`config.mk`:
```
export PLATFORM = sky130hd
export DESIGN_NAME = hdc_sequencer
export DESIGN_NICKNAME = d
export VERILOG_FILES = /design/src/design/hdc_pkg.sv /design/src/design/hdc_sequencer.sv
export SDC_FILE = /design/constraint.sdc
export NUM_CORES = 1
export LEC_CHECK = 0
export BUFFER_PORTS_ARGS = -buffer_cell sky130_fd_sc_hd__buf_2
export CAP_MARGIN = 20
export CORE_AREA = 2 2 39 41
export DETAILED_ROUTE_END_ITERATION = 6
export DIE_AREA = 0 0 41 43
export PLACE_DENSITY = 0.65
export RECOVER_POWER = 100
export REMOVE_ABC_BUFFERS = 1
export SKIP_LAST_GASP = 1
export SLEW_MARGIN = 20
export SYNTH_ARGS = -nofsm -noshare
export SYNTH_HDL_FRONTEND = slang
export SYNTH_SLANG_ARGS = --single-unit
```
`constraint.sdc`:
```
create_clock -name clk -period 1.4 [get_ports clk]
set_input_delay 0.07 -clock clk [delete_from_list [all_inputs] [get_ports clk]]
set_output_delay 0.07 -clock clk [all_outputs]
set_load 0.05 [all_outputs]
```
`src/design/hdc_pkg.sv`:
```
`default_nettype none

package hdc_pkg;

    // hypervector split into equal slices, one per core
    localparam int num_cores = 8;

    // bits per slice, also the item word width
    localparam int slice_width = 32;

    // full hypervector
    localparam int hv_width = num_cores * slice_width;

    // item memory entries per core
    localparam int item_depth = 100;

    // symbol / item address width, covers item_depth
    localparam int sym_width = 7;

    // core select on item writes
    localparam int core_idx_width = 3;

    // rotation amount, position wraps mod 32
    localparam int pos_width = 5;

    // accepted symbol to accumulator update
    // addr reg, ram out reg, relief reg
    localparam int pipe_latency = 3;

endpackage

`default_nettype wire

```
`src/design/hdc_sequencer.sv`:
```
`default_nettype none

module hdc_sequencer (
    input wire clk,
    input wire reset,
    input wire init,
    input wire sym_valid,
    input wire finish,
    output logic exec,
    output logic clear,
    output logic capture,
    output logic shift,
    output logic out_valid,
    output logic busy
);

    typedef enum logic [1:0] {
        st_idle,
        st_drain,
        st_output
    } state_t;

    // counts drain cycles up to pipe_latency
    typedef logic [$clog2(hdc_pkg::pipe_latency + 1)-1:0] drain_cnt_t;

    // one count per output slice
    typedef logic [hdc_pkg::core_idx_width-1:0] word_cnt_t;

    state_t state;
    drain_cnt_t drain_cnt;
    word_cnt_t word_cnt;

    logic drain_done;
    logic last_word;

    // anything but idle blocks the host strobes
    assign busy = (state != st_idle);

    // strobes pass straight through while idle
    assign exec = sym_valid && !busy;
    assign clear = init && !busy;

    // last symbol has reached the accumulators
    assign drain_done = (state == st_drain) &&
                        (drain_cnt == drain_cnt_t'(hdc_pkg::pipe_latency));

    assign last_word = (word_cnt == word_cnt_t'(hdc_pkg::num_cores - 1));

    // snapshot on the final drain cycle
    assign capture = drain_done;

    // one beat per slice, core 0 first
    assign out_valid = (state == st_output);

    // no shift after the eighth beat
    assign shift = out_valid && !last_word;

    always_ff @(posedge clk) begin
        if (reset) begin
            state <= st_idle;
            drain_cnt <= '0;
            word_cnt <= '0;
        end else begin
            case (state)
                st_idle: begin
                    // finish accepted only here
                    if (finish) begin
                        state <= st_drain;
                        drain_cnt <= '0;
                    end
                end
                st_drain: begin
                    if (drain_done) begin
                        state <= st_output;
                        word_cnt <= '0;
                    end else begin
                        drain_cnt <= drain_cnt + 1'b1;
                    end
                end
                st_output: begin
                    if (last_word) begin
                        state <= st_idle;
                    end else begin
                        word_cnt <= word_cnt + 1'b1;
                    end
                end
                default: begin
                    state <= st_idle;
                end
            endcase
        end
    end

endmodule

`default_nettype wire

```
* Word level (Yosys, flattened, before mapping) *
Index checks and enable logic that the tools add are counted.

storage, ports and cells
  flip-flop bits (word level) = 7

cells by class
  $add $sub $neg = 2
  equality and inequality tests = 9
  mux-type cells = 10
  reductions and logical operators = 13

operator list
  kind                                                    count
  2-to-1 mux 2 bit                                        5
  AND reduction 3 bit                                     3
  inequality test 2 bit (second input constant)           4
  2-to-1 mux 3 bit                                        2
  one-hot mux 2 bit (3 select lines)                      1
  one-hot mux 3 bit (2 select lines)                      1
  nonzero test 2 bit                                      3
  == test 2 bit (second input constant)                   2
  logical AND 1 bit                                       4
  one-hot mux 2 bit (2 select lines)                      1
  adder 3 x 1 -> 3 bit (second input constant)            1
  == test 3 bit (second input constant)                   1
  adder 2 x 1 -> 2 bit (second input constant)            1
  == test 2 x 1 -> 1 bit (second input constant)          1
  logical NOT 1 bit                                       2
  logical NOT 2 bit                                       1
  inequality test 2 x 1 -> 1 bit (second input constant)  1

* Depth between registers and ports, before layout *
  depth after elaboration = 4
  gate-level depth with buffers = 5
  gate-level depth less buffers = 5

* Least setup slack after synthesis *
OpenSTA, ideal clock, no wires.

  path kind = register to register
  start point = register drain_cnt[0]
  end point = register state[1]
  data arrival time = 1.778 ns
  slack = -0.438 ns
  stages on the path, launching flop included = 5
  clock period less this slack = 1.838 ns
  cells stage by stage = dfxtp_1 > ha_1 > or2b_4 > nor2_1 > o21ba_2

on the way
  cells in the longest elaborated chain, start to end = 4

ends and longest elaborated chain
  what                             line                 RTL
  start, declared                  hdc_sequencer.sv:30  drain_cnt_t drain_cnt;
  start signal, assigned           hdc_sequencer.sv:77  drain_cnt <= drain_cnt + 1'b1;
  == test 2 bit                    hdc_sequencer.sv:45  (drain_cnt == drain_cnt_t'(hdc_pkg::pipe_latency));
  logical AND 1 bit                hdc_sequencer.sv:44  assign drain_done = (state == st_drain) &&
  via capture                      hdc_sequencer.sv:11  output logic capture,
  inequality test 2 bit (no line)  --
  AND reduction 3 bit (no line)    --
  end signal, assigned             hdc_sequencer.sv:60  state <= st_idle;
  end signal, assigned             hdc_sequencer.sv:68  state <= st_drain;
  end signal, assigned             hdc_sequencer.sv:74  state <= st_output;
  end, declared                    hdc_sequencer.sv:29  state_t state;

The timed path passes the listed nets, and every way through them passes these cells.
A chain may end at the register's enable or synchronous reset.

* Final worst setup path *
  start point = register drain_cnt[0]
  end point = output port capture

on the way
  cells in the longest elaborated chain, start to end = 2

ends and longest elaborated chain
  what               line
  == test 2 bit      hdc_sequencer.sv:45
  logical AND 1 bit  hdc_sequencer.sv:44
  end, declared      hdc_sequencer.sv:11

No other way between the ends.

==> reports/qor.yml <==
cts_made_buffers: 3
p_int_uw: 346
die_w_um: 41
synth_edf_count: 0
worst_skew_pair.late_latency_ps: 250
finalClockSkew_ps: 1.11
multiInputGateArea_um2: 334
ys_top_cells_by_area: "dfxtp_1 33%, ha_1 8.7%, a2111oi_2 7.0%, a2111oi_4 6.4%, nor2_1 6.1%"
clock_power_share_pct: 37.4
hold_class: "in -> reg"
final_cells: 84
cp.arrival_ps: 1340
cts_tree: "yes"
cp-start-kind: "register"
vias: 423
synth_top_area_share_pct: 32.6
yosysTopAreaCell: "dfxtp_1"
holdCritStartpoint: "finish"
drv_slew: 0
grt_pass1_wl_mm: 1.66
nNetsFinal: 77
antenna_found_initial: 0
wl_met2_um: 657
synthDistinctLibCells: 22
ys.flop_type: "dfxtp_1"
syn_avg_cell_area_um2: 8.97
power_frac_seq_pct: 44.1
dp.cells: 76
leakage_uw: 0.000257
grt_util_all_layers_pct: 14.3
portBuffers: 10
regArea_um2: 150
drcViolationCount: 0
drtAntennaViolNets: 0
dp_hpwl_um: 677
timing.rr.start: "word_cnt[0]$_SDFFE_PP0P_"
top_layer_used: "met3"
relSlewSlack_pct: 82.9
setup_slack_ps: -5.09
outcome: "complete, but fails checks"
startpoint: "drain_cnt[0]$_SDFFE_PP0P_"
met1Wirelength_um: 451
crit_path_end_kind: "primary output"
irDropWorstVdd_mv: 0.448
cts.sinks: 7
grt-ovfl-total: 0
clk_pin_slew_ps: 50
cts.path.max_buffers: 2
core_um2: 1380
cp_slowest_cell: "dfxtp_2"
cap_violations: 0
place_congestion: 0.671
dieArea_um2: 1760
routed_wl_mm: 1.14
start_util_pct: 31.1
diodes: 0
setup_viol: 1
dr.pass1.iters: 4
path_cells: "ha_4, or2b_4, nor2_4, buf_8"
num_rows: 14
ys_warn_count: 0
worst_path_largest_cell_delay_ps: 360
fillCellCount: 137
wl_met3_um: 33
drive_above_1_share_pct: 58.8
worst_slew_pin_slew_ps: 253
power_density_nw_per_um2: 734
hold_ws_ps: 131
ios: 11
grt_pass1_vias: 383
area_growth_pct: 54.7
wl_per_cell_um: 13.6
yosysSeqAreaShare_pct: 32.6
cp.required_ps: 1330
violations: "setup timing"
cts_root_buffer: "clkbuf_4"
synthArstFlopShare_pct: 0
grt_max_degree: 10
rsz0062_at_grt: "true"
swShare_pct: 29.1
place_ws_ps: -29.4
cts_max_level: 1
p_sw_uw: 142
drtIter0Drc: 12
clock.fmax_mhz: 712
comb_power_share_pct: 18.5
finalCriticalPeriod_ps: 1410
dieHeight_um: 43
worstPathMaxFanout: 4
min_period_over_period_pct: 100
crit_type: "reg -> out"
synth_cells: 48
finalHoldViolCount: 0
synth-seq-cells: 7
viasPerCell: 5.04
netlist_area_um2: 430
[layer usage]
metal  vias up  track usage, %
li1        210               -
met1       201            18.2
met2        12            21.3
met3         0            4.71
met4         0            6.00
met5         -               0
[cell usage in the layout (no fill, tap or decap)]
master,Yosys,final
a2111oi_2,2,2
and3_4,1,1
nor2b_1,2,2
inv_1,3,3
buf_8,0,1
nand2_1,5,5
buf_2,1,6
or2_2,1,1
dfxtp_1,7,1
or2b_4,1,1
clkbuf_4,0,5
nor2_1,7,5
a21oi_1,2,2
nand3_1,1,1
buf_6,0,1
dfxtp_2,0,5
o21bai_1,1,1
nand2b_4,0,1
dfxtp_4,0,1
ha_4,0,3
nor2_4,0,2
clkbuf_1,0,1
a2111oi_4,1,1
a31oi_1,2,2
buf_4,0,7
and2b_4,1,1
nand3b_1,1,1
nor3_1,3,3
o21ba_2,1,1
nor4b_1,1,1
[per-stage QoR]
stage / util, % / power [uW] / instance area [um2] / TNS, ps
detailed placement: 37.4 / 297 / 518 / -30.7
global route: 48.1 / 515 / 666 / -57.8
floorplan: - / 270 / 425 / -1370
CTS: 45.0 / 486 / 623 / -50.8
global placement: 37.4 / 295 / 518 / 0
finish: 48.1 / 489 / 666 / -5.09
[Yosys cell counts, drive strengths merged, types with 2 or more instances]
master   instances
nor2b            2
a21oi            2
nor3             3
a31oi            2
ha               3
nand2            5
inv              3
dfxtp            7
nor2             7
a2111oi          3
[path summary, 6_finish.rpt]
path | to | slack [ps] | depth (start not counted)
worst min-delay path | state[0]$_SDFFE_PP0P_ | 130 | 3
worst max-delay path | capture | -5 | 4
worst min register to register | drain_cnt[0]$_SDFFE_PP0P_ | 500 | 2
worst max register to register | word_cnt[0]$_SDFFE_PP0P_ | 60 | 5
[sequential cells by signal, summed over array words and instances (netlist names)]
name       count
word_cnt       3
drain_cnt      2
state          2
[layout make-up]
type	instances	share of cell area, %
sequential	7	22.6
tap	16	3.01
timing repair buffer	17	18.6
clock buffer	4	3.95
inverter	3	1.69
multi-input combinational	37	50.2
[logic make-up after synthesis]
logic type	after synthesis	share of synthesized area, %
AND/OR/NAND/NOR	25	32.3
AO/OA/AOI/OAI	9	22.7
flip-flops	7	32.6
buffers and inverters	4	3.78
adder cells (fa/ha/maj)	3	8.72
[worst max-delay path, delay by kind of cell (launching register included)]
| kind | cells | cell delay, ps |
|---|---|---|
| flops | 1 | 360 |
| buf+inv | 1 | 150 |
| simple gates | 2 | 430 |
| fa+ha+maj | 1 | 140 |
[what timing repair did]
action,CTS,global route
pin swaps,2,5
hold buffers,0,0
setup endpoints to repair,5,7
setup buffers,2,2
gates resized for setup,16,9
[power by group through the flow]
stage | Sequential (uW) | Clock [uW] | Combinational [uW]
6_report | 216 | 183 | 90.3
5_1_grt | 217 | 202 | 96.7
4_1_cts | 215 | 190 | 81.8
3_5_place_dp | 218 | 0 | 79.0
3_3_place_gp | 217 | 0 | 78.0
2_1_floorplan | 220 | 0 | 50.2
Note: power is estimated with default switching activity, not from simulation.
